**config.mk**
```make
export PLATFORM = sky130hd
export DESIGN_NAME = csr_top
export DESIGN_NICKNAME = d
export VERILOG_FILES = /design/src/logic/csr_op_pkg.sv /design/src/logic/csr_map_pkg.sv /design/src/logic/csr_decode.sv /design/src/logic/csr_trap_state.sv /design/src/logic/csr_irq_state.sv /design/src/logic/csr_response.sv /design/src/logic/csr_top.sv
export SDC_FILE = /design/constraint.sdc
export NUM_CORES = 1
export LEC_CHECK = 0
export BUFFER_PORTS_ARGS = -buffer_cell sky130_fd_sc_hd__buf_2
export CELL_PAD_IN_SITES_DETAIL_PLACEMENT = 1
export CELL_PAD_IN_SITES_GLOBAL_PLACEMENT = 1
export CORE_ASPECT_RATIO = 0.9
export CORE_UTILIZATION = 43
export DETAILED_ROUTE_END_ITERATION = 7
export PLACE_DENSITY_LB_ADDON = 0.2
export SETUP_SLACK_MARGIN = 0.15
export SLEW_MARGIN = 30
export SYNTH_ARGS = -nofsm -noshare
export SYNTH_HDL_FRONTEND = slang
export SYNTH_SLANG_ARGS = --single-unit
```
**constraint.sdc**
```tcl
create_clock -name clk_i -period 4 [get_ports clk_i]
set_input_delay 0.2 -clock clk_i [delete_from_list [all_inputs] [get_ports clk_i]]
set_output_delay 0.2 -clock clk_i [all_outputs]
set_load 0.02 [all_outputs]
```
**src/logic/csr_op_pkg.sv**
```systemverilog
// CSR operation encodings
package csr_op_pkg;

    // op field as driven by the pipeline
    typedef enum logic [2:0] {
        OP_EXCEPTION = 3'b000,
        OP_MRET      = 3'b001,
        OP_NOP       = 3'b011,
        OP_CSRRW     = 3'b101,
        OP_CSRRS     = 3'b110,
        OP_CSRRC     = 3'b111
    } csr_op_e;

    // source for the registered read value
    typedef enum logic [2:0] {
        RSEL_NONE,
        RSEL_HANDLER,
        RSEL_MSTATUS,
        RSEL_MIE,
        RSEL_MEPC,
        RSEL_MCAUSE,
        RSEL_MIP
    } csr_rsel_e;

endpackage

```
**src/logic/csr_map_pkg.sv**
```systemverilog
// Machine-mode CSR map
package csr_map_pkg;

    typedef logic [11:0] csr_addr_t;
    typedef logic [31:0] csr_data_t;
    typedef logic [3:0]  exc_code_t;

    // interrupt flag on top, exception code below
    typedef logic [4:0]  trap_cause_t;

    // register addresses
    parameter csr_addr_t ADDR_MSTATUS = 12'h300;
    parameter csr_addr_t ADDR_MIE     = 12'h304;
    parameter csr_addr_t ADDR_MEPC    = 12'h341;
    parameter csr_addr_t ADDR_MCAUSE  = 12'h342;
    parameter csr_addr_t ADDR_MIP     = 12'h344;

    // mstatus fields
    parameter int BIT_MIE  = 3;
    parameter int BIT_MPIE = 7;

    // mie and mip share these positions
    parameter int BIT_SOFT = 3;
    parameter int BIT_EXT  = 11;

    // interrupt flag in mcause
    parameter int BIT_INTR = 31;

    // causes that retire a pending interrupt
    parameter trap_cause_t CAUSE_SW_IRQ  = 5'b10011;
    parameter trap_cause_t CAUSE_EXT_IRQ = 5'b11011;

endpackage

```
**src/logic/csr_decode.sv**
```systemverilog
// CSR op and address decoder
`timescale 1ns/1ps

module csr_decode import csr_op_pkg::*, csr_map_pkg::*; (
    input  logic      available_i,
    input  logic      is_write_stage_i,
    input  csr_op_e   op_i,
    input  csr_addr_t addr_i,
    input  csr_data_t write_value_i,
    output logic      trap_read_o,
    output logic      mret_read_o,
    output logic      trap_commit_o,
    output logic      mret_commit_o,
    output logic      wr_mstatus_o,
    output logic      wr_mie_o,
    output logic      wr_mepc_o,
    output logic      wr_mcause_o,
    output logic      wr_mip_o,
    output csr_rsel_e read_sel_o,
    output csr_data_t set_mask_o,
    output csr_data_t keep_mask_o,
    output logic      fault_req_o
);

    logic op_exc;
    logic op_mret;
    logic op_csr;
    logic op_valid;
    logic hit_mstatus;
    logic hit_mie;
    logic hit_mepc;
    logic hit_mcause;
    logic hit_mip;
    logic addr_mapped;
    logic rd_stage;
    logic wr_stage;
    logic csr_ok;

    // new bit = set | (keep & old)
    always_comb begin
        op_exc      = 1'b0;
        op_mret     = 1'b0;
        op_csr      = 1'b0;
        op_valid    = 1'b1;
        set_mask_o  = '0;
        keep_mask_o = '0;
        case (op_i)
            OP_EXCEPTION: op_exc = 1'b1;
            OP_MRET:      op_mret = 1'b1;
            OP_NOP:       op_valid = 1'b1;
            OP_CSRRW: begin
                op_csr     = 1'b1;
                set_mask_o = write_value_i;
            end
            OP_CSRRS: begin
                op_csr      = 1'b1;
                set_mask_o  = write_value_i;
                keep_mask_o = '1;
            end
            OP_CSRRC: begin
                op_csr      = 1'b1;
                keep_mask_o = ~write_value_i;
            end
            default: op_valid = 1'b0;
        endcase
    end

    assign hit_mstatus = (addr_i == ADDR_MSTATUS);
    assign hit_mie     = (addr_i == ADDR_MIE);
    assign hit_mepc    = (addr_i == ADDR_MEPC);
    assign hit_mcause  = (addr_i == ADDR_MCAUSE);
    assign hit_mip     = (addr_i == ADDR_MIP);
    assign addr_mapped = hit_mstatus | hit_mie | hit_mepc | hit_mcause | hit_mip;

    assign rd_stage = available_i & ~is_write_stage_i;
    assign wr_stage = available_i & is_write_stage_i;
    assign csr_ok   = op_csr & addr_mapped;

    assign trap_read_o   = rd_stage & op_exc;
    assign mret_read_o   = rd_stage & op_mret;
    assign trap_commit_o = wr_stage & op_exc;
    assign mret_commit_o = wr_stage & op_mret;
    assign wr_mstatus_o  = wr_stage & csr_ok & hit_mstatus;
    assign wr_mie_o      = wr_stage & csr_ok & hit_mie;
    assign wr_mepc_o     = wr_stage & csr_ok & hit_mepc;
    assign wr_mcause_o   = wr_stage & csr_ok & hit_mcause;
    assign wr_mip_o      = wr_stage & csr_ok & hit_mip;

    // bad op, or csr op outside the map
    assign fault_req_o = available_i & (~op_valid | (op_csr & ~addr_mapped));

    always_comb begin
        read_sel_o = RSEL_NONE;
        if (rd_stage) begin
            if (op_exc) begin
                read_sel_o = RSEL_HANDLER;
            end else if (op_mret) begin
                read_sel_o = RSEL_MEPC;
            end else if (csr_ok) begin
                if (hit_mstatus) begin
                    read_sel_o = RSEL_MSTATUS;
                end else if (hit_mie) begin
                    read_sel_o = RSEL_MIE;
                end else if (hit_mepc) begin
                    read_sel_o = RSEL_MEPC;
                end else if (hit_mcause) begin
                    read_sel_o = RSEL_MCAUSE;
                end else begin
                    read_sel_o = RSEL_MIP;
                end
            end
        end
    end

endmodule

```
**src/logic/csr_trap_state.sv**
```systemverilog
// Trap state registers
`timescale 1ns/1ps

module csr_trap_state import csr_map_pkg::*; (
    input  logic        clk_i,
    input  logic        reset_n_i,
    input  logic        trap_read_i,
    input  logic        mret_read_i,
    input  logic        trap_commit_i,
    input  logic        mret_commit_i,
    input  logic        wr_mstatus_i,
    input  logic        wr_mepc_i,
    input  logic        wr_mcause_i,
    input  csr_data_t   set_mask_i,
    input  csr_data_t   keep_mask_i,
    input  trap_cause_t cause_i,
    input  csr_data_t   trap_pc_i,
    output logic        global_ie_o,
    output logic        mpie_o,
    output csr_data_t   mepc_o,
    output logic        mcause_intr_o,
    output exc_code_t   mcause_code_o
);

    logic      mie_q;
    logic      mpie_q;
    csr_data_t mepc_q;
    logic      mcause_intr_q;
    exc_code_t mcause_code_q;

    // carries MIE or MPIE from the read stage to the write stage
    logic      saved_ie_q;

    always_ff @(posedge clk_i) begin
        if (!reset_n_i) begin
            mie_q         <= 1'b0;
            mpie_q        <= 1'b0;
            mepc_q        <= '0;
            mcause_intr_q <= 1'b0;
            mcause_code_q <= '0;
            saved_ie_q    <= 1'b0;
        end else begin
            if (trap_read_i) begin
                saved_ie_q <= mie_q;
            end else if (mret_read_i) begin
                saved_ie_q <= mpie_q;
            end

            if (trap_commit_i) begin
                mepc_q        <= {trap_pc_i[31:2], 2'b00};
                mcause_intr_q <= cause_i[4];
                mcause_code_q <= cause_i[3:0];
                mpie_q        <= saved_ie_q;
                mie_q         <= 1'b0;
            end else if (mret_commit_i) begin
                mie_q <= saved_ie_q;
            end else if (wr_mstatus_i) begin
                mie_q  <= set_mask_i[BIT_MIE] | (keep_mask_i[BIT_MIE] & mie_q);
                mpie_q <= set_mask_i[BIT_MPIE] | (keep_mask_i[BIT_MPIE] & mpie_q);
            end else if (wr_mepc_i) begin
                // pc is word aligned
                mepc_q <= {set_mask_i[31:2] | (keep_mask_i[31:2] & mepc_q[31:2]), 2'b00};
            end else if (wr_mcause_i) begin
                mcause_intr_q <= set_mask_i[BIT_INTR] |
                                 (keep_mask_i[BIT_INTR] & mcause_intr_q);
                mcause_code_q <= set_mask_i[3:0] | (keep_mask_i[3:0] & mcause_code_q);
            end
        end
    end

    assign global_ie_o   = mie_q;
    assign mpie_o        = mpie_q;
    assign mepc_o        = mepc_q;
    assign mcause_intr_o = mcause_intr_q;
    assign mcause_code_o = mcause_code_q;

endmodule

```
**src/logic/csr_irq_state.sv**
```systemverilog
// Interrupt enable and pending state
`timescale 1ns/1ps

module csr_irq_state import csr_map_pkg::*; (
    input  logic        clk_i,
    input  logic        reset_n_i,
    input  logic        ext_int_i,
    input  logic        global_ie_i,
    input  logic        trap_commit_i,
    input  trap_cause_t cause_i,
    input  logic        wr_mie_i,
    input  logic        wr_mip_i,
    input  csr_data_t   set_mask_i,
    input  csr_data_t   keep_mask_i,
    output logic        meie_o,
    output logic        msie_o,
    output logic        meip_o,
    output logic        msip_o,
    output logic        ext_int_pending_o,
    output logic        sw_int_pending_o
);

    logic meie_q;
    logic msie_q;
    logic meip_q;
    logic msip_q;
    logic ext_pend_q;
    logic sw_pend_q;

    always_ff @(posedge clk_i) begin
        if (!reset_n_i) begin
            meie_q     <= 1'b0;
            msie_q     <= 1'b0;
            meip_q     <= 1'b0;
            msip_q     <= 1'b0;
            ext_pend_q <= 1'b0;
            sw_pend_q  <= 1'b0;
        end else begin
            // pending outputs see the state from before this edge
            ext_pend_q <= meip_q & meie_q & global_ie_i;
            sw_pend_q  <= msip_q & msie_q & global_ie_i;

            if (trap_commit_i) begin
                // software interrupt is retired first
                if (cause_i == CAUSE_SW_IRQ && msip_q) begin
                    msip_q <= 1'b0;
                end else if (cause_i == CAUSE_EXT_IRQ && meip_q) begin
                    meip_q <= 1'b0;
                end
            end

            if (wr_mie_i) begin
                meie_q <= set_mask_i[BIT_EXT] | (keep_mask_i[BIT_EXT] & meie_q);
                msie_q <= set_mask_i[BIT_SOFT] | (keep_mask_i[BIT_SOFT] & msie_q);
            end

            if (wr_mip_i) begin
                meip_q <= set_mask_i[BIT_EXT] | (keep_mask_i[BIT_EXT] & meip_q);
                msip_q <= set_mask_i[BIT_SOFT] | (keep_mask_i[BIT_SOFT] & msip_q);
            end

            // the external line wins over any clear
            if (ext_int_i) begin
                meip_q <= 1'b1;
            end
        end
    end

    assign meie_o            = meie_q;
    assign msie_o            = msie_q;
    assign meip_o            = meip_q;
    assign msip_o            = msip_q;
    assign ext_int_pending_o = ext_pend_q;
    assign sw_int_pending_o  = sw_pend_q;

endmodule

```
**src/logic/csr_response.sv**
```systemverilog
// Read value and fault response
`timescale 1ns/1ps

module csr_response import csr_op_pkg::*, csr_map_pkg::*; #(
    parameter csr_data_t HANDLER_ADDR = 32'h0000_0010
) (
    input  logic      clk_i,
    input  logic      reset_n_i,
    input  csr_rsel_e read_sel_i,
    input  logic      fault_req_i,
    input  logic      global_ie_i,
    input  logic      mpie_i,
    input  csr_data_t mepc_i,
    input  logic      mcause_intr_i,
    input  exc_code_t mcause_code_i,
    input  logic      meie_i,
    input  logic      msie_i,
    input  logic      meip_i,
    input  logic      msip_i,
    output csr_data_t read_value_o,
    output logic      fault_o
);

    csr_data_t rd_word;
    csr_data_t read_value_q;
    logic      fault_q;

    // architectural layout, unused bits read zero
    always_comb begin
        rd_word = '0;
        case (read_sel_i)
            RSEL_HANDLER: rd_word = HANDLER_ADDR;
            RSEL_MSTATUS: begin
                rd_word[BIT_MIE]  = global_ie_i;
                rd_word[BIT_MPIE] = mpie_i;
            end
            RSEL_MIE: begin
                rd_word[BIT_EXT]  = meie_i;
                rd_word[BIT_SOFT] = msie_i;
            end
            RSEL_MEPC: rd_word = mepc_i;
            RSEL_MCAUSE: begin
                rd_word[BIT_INTR] = mcause_intr_i;
                rd_word[3:0]      = mcause_code_i;
            end
            RSEL_MIP: begin
                rd_word[BIT_EXT]  = meip_i;
                rd_word[BIT_SOFT] = msip_i;
            end
            default: rd_word = '0;
        endcase
    end

    always_ff @(posedge clk_i) begin
        if (!reset_n_i) begin
            read_value_q <= '0;
            fault_q      <= 1'b0;
        end else begin
            // hold the last value when nothing is read
            if (read_sel_i != RSEL_NONE) begin
                read_value_q <= rd_word;
            end
            fault_q <= fault_req_i;
        end
    end

    assign read_value_o = read_value_q;
    assign fault_o      = fault_q;

endmodule

```
**src/logic/csr_top.sv**
```systemverilog
// Machine-mode CSR unit
`timescale 1ns/1ps

module csr_top import csr_op_pkg::*, csr_map_pkg::*; #(
    parameter csr_data_t HANDLER_ADDR = 32'h0000_0010
) (
    input  logic       clk_i,
    input  logic       reset_n_i,
    input  logic       available_i,
    input  logic       is_write_stage_i,
    input  logic       ext_int_i,
    input  logic [2:0] op_i,
    input  csr_addr_t  addr_exception_i,
    input  csr_data_t  write_value_i,
    output csr_data_t  read_value_o,
    output logic       ext_int_pending_o,
    output logic       sw_int_pending_o,
    output logic       fault_o
);

    logic        trap_read;
    logic        mret_read;
    logic        trap_commit;
    logic        mret_commit;
    logic        wr_mstatus;
    logic        wr_mie;
    logic        wr_mepc;
    logic        wr_mcause;
    logic        wr_mip;
    csr_rsel_e   read_sel;
    csr_data_t   set_mask;
    csr_data_t   keep_mask;
    logic        fault_req;
    trap_cause_t cause;
    logic        global_ie;
    logic        mpie;
    csr_data_t   mepc;
    logic        mcause_intr;
    exc_code_t   mcause_code;
    logic        meie;
    logic        msie;
    logic        meip;
    logic        msip;

    // trap cause rides on the low address bits
    assign cause = addr_exception_i[4:0];

    csr_decode decode_i (
        .available_i      (available_i),
        .is_write_stage_i (is_write_stage_i),
        .op_i             (csr_op_e'(op_i)),
        .addr_i           (addr_exception_i),
        .write_value_i    (write_value_i),
        .trap_read_o      (trap_read),
        .mret_read_o      (mret_read),
        .trap_commit_o    (trap_commit),
        .mret_commit_o    (mret_commit),
        .wr_mstatus_o     (wr_mstatus),
        .wr_mie_o         (wr_mie),
        .wr_mepc_o        (wr_mepc),
        .wr_mcause_o      (wr_mcause),
        .wr_mip_o         (wr_mip),
        .read_sel_o       (read_sel),
        .set_mask_o       (set_mask),
        .keep_mask_o      (keep_mask),
        .fault_req_o      (fault_req)
    );

    csr_trap_state trap_state_i (
        .clk_i         (clk_i),
        .reset_n_i     (reset_n_i),
        .trap_read_i   (trap_read),
        .mret_read_i   (mret_read),
        .trap_commit_i (trap_commit),
        .mret_commit_i (mret_commit),
        .wr_mstatus_i  (wr_mstatus),
        .wr_mepc_i     (wr_mepc),
        .wr_mcause_i   (wr_mcause),
        .set_mask_i    (set_mask),
        .keep_mask_i   (keep_mask),
        .cause_i       (cause),
        .trap_pc_i     (write_value_i),
        .global_ie_o   (global_ie),
        .mpie_o        (mpie),
        .mepc_o        (mepc),
        .mcause_intr_o (mcause_intr),
        .mcause_code_o (mcause_code)
    );

    csr_irq_state irq_state_i (
        .clk_i             (clk_i),
        .reset_n_i         (reset_n_i),
        .ext_int_i         (ext_int_i),
        .global_ie_i       (global_ie),
        .trap_commit_i     (trap_commit),
        .cause_i           (cause),
        .wr_mie_i          (wr_mie),
        .wr_mip_i          (wr_mip),
        .set_mask_i        (set_mask),
        .keep_mask_i       (keep_mask),
        .meie_o            (meie),
        .msie_o            (msie),
        .meip_o            (meip),
        .msip_o            (msip),
        .ext_int_pending_o (ext_int_pending_o),
        .sw_int_pending_o  (sw_int_pending_o)
    );

    csr_response #(
        .HANDLER_ADDR (HANDLER_ADDR)
    ) response_i (
        .clk_i         (clk_i),
        .reset_n_i     (reset_n_i),
        .read_sel_i    (read_sel),
        .fault_req_i   (fault_req),
        .global_ie_i   (global_ie),
        .mpie_i        (mpie),
        .mepc_i        (mepc),
        .mcause_intr_i (mcause_intr),
        .mcause_code_i (mcause_code),
        .meie_i        (meie),
        .msie_i        (msie),
        .meip_i        (meip),
        .msip_i        (msip),
        .read_value_o  (read_value_o),
        .fault_o       (fault_o)
    );

endmodule

```
# After elaboration in Yosys (flattened, before gate mapping)

Cells that the tools add are included.

Output and inout port bits: 35
Input bits: 52
Word-level logic and storage cells: 156
Flip-flop bits (word level): 77

Multiplexer cells: 51
Reductions and logical operators: 22
Bitwise gates (word level): 47
Equality and inequality tests: 22

Operators with widths:

| cell                 | count |
|---|---|
| $mux 32              | 5 |
| $pmux 32 s2          | 1 |
| $eq 12x10->1 const B | 5 |
| $not 32->32          | 1 |
| $and 30x30->30       | 1 |
| $or 30x30->30        | 1 |
| $and 1x1->1          | 26 |
| $mux 1               | 24 |
| $mux 3               | 8 |
| $mux 4               | 5 |
| $mux 19              | 1 |
| $eq 3x3->1 const B   | 6 |
| $reduce_bool 2->1    | 7 |
| $or 1x1->1           | 12 |
| $pmux 3 s2           | 2 |
| $eq 5x5->1 const B   | 2 |
| $eq 3x2->1 const B   | 3 |
| $reduce_bool 3->1    | 3 |
| $eq 3x1->1 const B   | 2 |
| $ne 2x1->1 const B   | 3 |
| $reduce_and 3->1     | 2 |
| $reduce_or 6->1      | 1 |
| $pmux 1 s5           | 1 |
| $and 4x4->4          | 1 |
| 12 further kinds     | 19 |

# Longest topological paths before layout

Depth in word-level cells: 13
Depth in mapped cells: 9
Mapped depth without buffers: 6

# Hierarchy

A second synthesis with hierarchy kept.

Cells, all modules: 541
Area total of the unflattened synthesis: 4535.6 sq um

Modules (own cells, without submodules):

| module         | times used | seq. area each (sq um) | cells an instance | area each (sq um) |
|---|---|---|---|---|
| csr_trap_state | 1          | 760.7                  | 259               | 2179.6 |
| csr_response   | 1          | 660.6                  | 134               | 1333.8 |
| csr_decode     | 1          | 0.0                    | 124               | 775.7 |
| csr_irq_state  | 1          | 120.1                  | 24                | 246.5 |

# Worst setup path before layout

OpenSTA, ideal clock, no wires.

Path type: input-to-reg
Start point: input addr_exception_i[6]
End point: register response_i.read_value_q[31] (netlist: response_i.read_value_o[31])
Required time: 3.881 ns
Slack: 2.014 ns
Cell stages on the path: 7
Path buffers: 1
Library setup time: 0.119 ns
Arrival time: 1.868 ns
Cell sequence: buf_2 -> or3b_1 -> a2111o_1 -> o21a_4 -> and2b_4 -> o21a_1 -> o221a_1

Cells in the longest elaborated chain, start to end: 12
Elaborated cells between the ends (all ways): 22
Those cells by class: eq/ne (7); mux (9); bitwise (5); reduce/logical (1)

Ends and longest elaborated chain:

| element                         | line                               | RTL |
|---|---|---|
| start: declaration              | csr_top.sv:13                      | `input csr_addr_t addr_exception_i,` |
| $eq 12x10->1 (on tied branches) | csr_decode.sv:68, csr_decode.sv:69 |  |
| $or 1x1->1 (4 in a row)         | csr_decode.sv:73                   | `assign addr_mapped = hit_mstatus \| hit_mie \| hit_mepc \| hit_mcause \| hit_mip;` |
| $and 1x1->1                     | csr_decode.sv:77                   | `assign csr_ok = op_csr & addr_mapped;` |
| $mux 3 *                        | csr_decode.sv:99                   | `end else if (csr_ok) begin` |
| $mux 3 *                        | csr_decode.sv:97                   | `end else if (op_mret) begin` |
| $mux 3 *                        | csr_decode.sv:95                   | `if (op_exc) begin` |
| $mux 3 *                        | csr_decode.sv:94                   | `if (rd_stage) begin` |
| $eq 3x3->1                      | csr_response.sv:31                 | `case (read_sel_i)` |
| $pmux 1 s2                      | csr_response.sv:31                 |  |
| end signal: assignment          | csr_response.sv:61                 | `read_value_q <= rd_word;` |
| end: declaration                | csr_response.sv:25                 | `csr_data_t read_value_q;` |

Every way passes the cells marked *; elsewhere a longest branch is shown, timed or not.
A chain may end at the register's enable or synchronous reset.

# Final worst setup path

Start point: input op_i[2]
End point: register trap_state_i.mepc_q[28] (netlist: trap_state_i.mepc_o[28])

Cells in the longest elaborated chain, start to end: 8
Elaborated cells between the ends (all ways): 28
Those cells by class: eq/ne (6); mux (9); bitwise (8); reduce/logical (5)

Ends and longest elaborated chain:

| element                                                      | line                                                     | RTL |
|---|---|---|
| start: declaration                                           | csr_top.sv:12                                            | `input logic [2:0] op_i,` |
| $eq 3x3->1                                                   | csr_decode.sv:47                                         | `case (op_i)` |
| $reduce_or 3->1 (no line) (tied with other cells)            | n/a                                                      |  |
| $mux 1 (tied with other cells)                               | csr_decode.sv:47                                         |  |
| $and 1x1->1 / $or 30x30->30 (equally long branches)          | csr_decode.sv:77, csr_trap_state.sv:62                   |  |
| $and 1x1->1 / $mux 32 (equally long branches)                | csr_decode.sv:83, csr_decode.sv:85, csr_trap_state.sv:60 |  |
| $and 1x1->1 (tied with other cells)                          | csr_decode.sv:83                                         | `assign wr_mstatus_o = wr_stage & csr_ok & hit_mstatus;` |
| $ne 2x1->1 (no line) (tied with other cells)                 | n/a                                                      |  |
| $reduce_and 3->1 (no line) / $mux 32 (equally long branches) | n/a                                                      |  |
| end signal: assignment                                       | csr_trap_state.sv:50                                     | `mepc_q <= {trap_pc_i[31:2], 2'b00};` |
| end signal: assignment                                       | csr_trap_state.sv:62                                     | `mepc_q <= {set_mask_i[31:2] \| (keep_mask_i[31:2] & mepc_q[31:2]), 2'b00};` |
| end: declaration                                             | csr_trap_state.sv:27                                     | `csr_data_t mepc_q;` |

Parallel ways exist; a longest one is shown, timed or not. The select of a mux whose other input is x is not followed.

==> results.toml <==
[yosys]
netlist_area_um2 = 3660
avgSynthCellArea_um2 = 8.67
synth_cell_type_count = 64
async_flop_share_pct = 0
synth-main-ff-cell = "dfxtp_1"
synth_edf_count = 0
ys_seq_area_share_pct = 42.1
synthCells = 422
yosys_warnings = 0
syn_nets = 474
synth-seq-cells = 77

[die]
core_um2 = 8150
die_w_um = 99.2
rows = 31
io_pins = 87
dieArea_um2 = 8880
start_util_pct = 44.9
die_h_um = 89.5

[clocking]
clkLatencyLatePin_ns = 0.35
clk_pin_slew_worst_paths_ns = 0.08
cts_tree = "built"
cts_buffer_depth = 2
cts-root-buf = "clkbuf_8"
cts_hold_buf = 0
cts_setup_buffers = 0
cts_sinks = 77
cts_resized = 0
cts.htree.levels = 3
cts_inserted_buffers = 9

[layout]
drive_gt1_share_pct = 25.1
final_common_cell = "buf_2"
final_util_pct = 53.2
fillers = 1005
final_cells = 594
layout_common_cells = "buf_2 (86), dfxtp_1 (77), nand2_1 (72)"
syn_to_final_growth_pct = 18.4
diodes = 0
nets = 542

[timing]
hold_violations = 0
maxSlewViolCount = 0
setup_violations = 0
worst_slack_ns = 1.65
worstMarginPinSlew_ns = 0.756
relSlewSlack_pct = 49.6
finalCritPeriodShare_pct = 58.7
tns_ns = 0
fin_worst_skew_ns = 0.00798
rsz0062_at_grt = "no"
period_needed_ns = 2.35
max_clock_freq_ghz = 0.426

[detailed_routing]
first_iter_violations = 138
vias = 3528
vias_per_cell = 5.94
drc = 0
ant_nets = 0
post_drt_wl_per_cell_um = 18.3
firstDrtPassIters = 5
wirelength_mm = 10.9

[worst_hold_path]
min_path_type = "input port to register"
whs_path_depth = 2
hold_end = "irq_state_i.meip_o"
worstHoldStart = "ext_int_i"

[grt]
grt_start_max_net_pins = 33
antenna_found_initial = 0
grt_util_all_layers_pct = 25.7
grt-ovfl-total = 0
grt_pass1_wl_mm = 17.7
grt_pass1_vias = 3472

[outcome]
status = "finished clean"

[worst_setup_path]
r2r_slack_ns = 2.87
r2r-start = "trap_state_i.mpie_o"
crit_path_end_kind = "register"
worstPathRequired_ns = 4.24
crit_type = "input port to register"
crit_arrival_ns = 2.59
worstPathMaxFanout = 29
r2r_cells = 5
startpoint_type = "input port"
timing.rr.end = "trap_state_i.mpie_o"

[power_and_ir_drop]
p_total_uw = 1650
p_leak_uw = 0.00168
peakVddDrop_v = 0.000260
power_density_nw_per_um2 = 381

[placed_design]
hpwlAfterDp_mm = 7.51
dp_cells = 578
io_buffers = 86
dpl_worst_slack_ns = 1.35
gp_congestion = 0.839

[job]
cap_violations = 0
-- power breakdown --
| group | internal [uW] | switching, uW |
|---|---|---|
| registers | 775 | 7.00 |
| logic | 50.8 | 93.1 |
| clock network | 434 | 293 |
| total | 1260 | 393 |
-- sequential cells by signal (all words and copies together) (netlist names) --
register                       count
trap_state_i.mcause_code_o         4
irq_state_i.ext_int_pending_o      1
irq_state_i.msie_o                 1
irq_state_i.meip_o                 1
response_i.read_value_o           32
trap_state_i.mepc_o               30
irq_state_i.sw_int_pending_o       1
trap_state_i.global_ie_o           1
trap_state_i.saved_ie_q            1
irq_state_i.meie_o                 1
trap_state_i.mcause_intr_o         1
irq_state_i.msip_o                 1
response_i.fault_o                 1
trap_state_i.mpie_o                1
-- how the worst max path moves through the flow --
stage,start,to,cells after the start
6_report,op_i[2],trap_state_i.mepc_o[28],7
5_1_grt,op_i[2],trap_state_i.mepc_o[28],7
4_1_cts,op_i[2],trap_state_i.mepc_o[28],7
3_5_place_dp,op_i[2],response_i.read_value_o[3],8
3_3_place_gp,addr_exception_i[3],response_i.read_value_o[3],7
2_1_floorplan,addr_exception_i[6],response_i.read_value_o[31],7
-- synth_stat cells (2+ instances only) --
| master | count | area [um2] |
|---|---|---|
| and4bb_1 | 2 | 25.0 |
| a21oi_1 | 35 | 175 |
| nor2b_1 | 4 | 25.0 |
| buf_6 | 2 | 22.5 |
| mux2i_1 | 4 | 40.0 |
| o221a_1 | 2 | 22.5 |
| o211a_1 | 2 | 20.0 |
| a21boi_0 | 2 | 15.0 |
| nand2b_1 | 7 | 43.8 |
| o41ai_1 | 2 | 17.5 |
| nand3_1 | 9 | 45.0 |
| nor2_1 | 15 | 56.3 |
| or3_1 | 2 | 12.5 |
| a211o_1 | 3 | 26.3 |
| or3b_1 | 2 | 17.5 |
| nand2_2 | 2 | 12.5 |
| a211oi_1 | 2 | 15.0 |
| buf_4 | 3 | 22.5 |
| o211ai_1 | 6 | 45.0 |
| o21a_4 | 2 | 30.0 |
| nand2_1 | 72 | 270 |
| inv_1 | 4 | 15.0 |
| dfxtp_1 | 77 | 1540 |
| buf_2 | 16 | 80.1 |
| and3_1 | 4 | 25.0 |
| o21ai_0 | 43 | 215 |
| o21a_1 | 11 | 82.6 |
| nand4bb_1 | 2 | 22.5 |
| buf_1 | 2 | 7.51 |
| clkbuf_1 | 10 | 37.5 |
| o311a_1 | 4 | 40.0 |
| nor4_1 | 2 | 12.5 |
| a32o_1 | 29 | 290 |
| nor3_1 | 7 | 35.0 |
| o21ai_1 | 2 | 10.0 |
-- worst max-delay path: stages --
cell and delay (ns):
buf_2 0.31, o21ai_1 0.17, or2_2 0.36, and4bb_1 0.34, a21o_1 0.63, o21ai_0 0.26
a32o_1 0.32
-- cell families (layout without fill, tap and decap cells) --
group	count (synthesis)	in the layout	share of synthesized area, %
AOI/OAI and AO/OA	155	155	30.4
and+or+nand+nor	145	145	20.3
DFF	77	77	42.1
buffers and inverters	37	110	5.06
muxes	6	6	1.71
xor gates and xnor gates	2	2	0.479
-- per-layer routing --
metal  wire length [um]  track usage [%]  part of all wire (%)  up-vias
met3                523             4.07                   4.8       15
li1                   -                -                     -     1691
met2               5180             42.7                    48      112
met1               5020             33.6                    46     1710
met5                  0                0                     0        -
met4                144             10.6                   1.3        0
-- per-stage QoR --
| stage | area, um2 | hold WS, ns |
|---|---|---|
| global placement | 4080 | 0.410 |
| CTS | 4330 | 0.0385 |
| detailed placement | 4080 | 0.414 |
| floorplan | 3660 | 0.317 |
| finish | 4330 | 0.0535 |
| global route | 4330 | 0.0644 |
-- layout make-up --
class                   count  area (um2)  area share [%]
well taps                  99         124            2.86
inverters                   4        15.0           0.347
clock buffers              11         141            3.26
multi-input cells         308        1940            44.8
clock inverters             5         108            2.48
flip-flops and latches     77        1540            35.6
repair buffers             90         460            10.6
No activity file was read; power rests on OpenSTA's default activity.
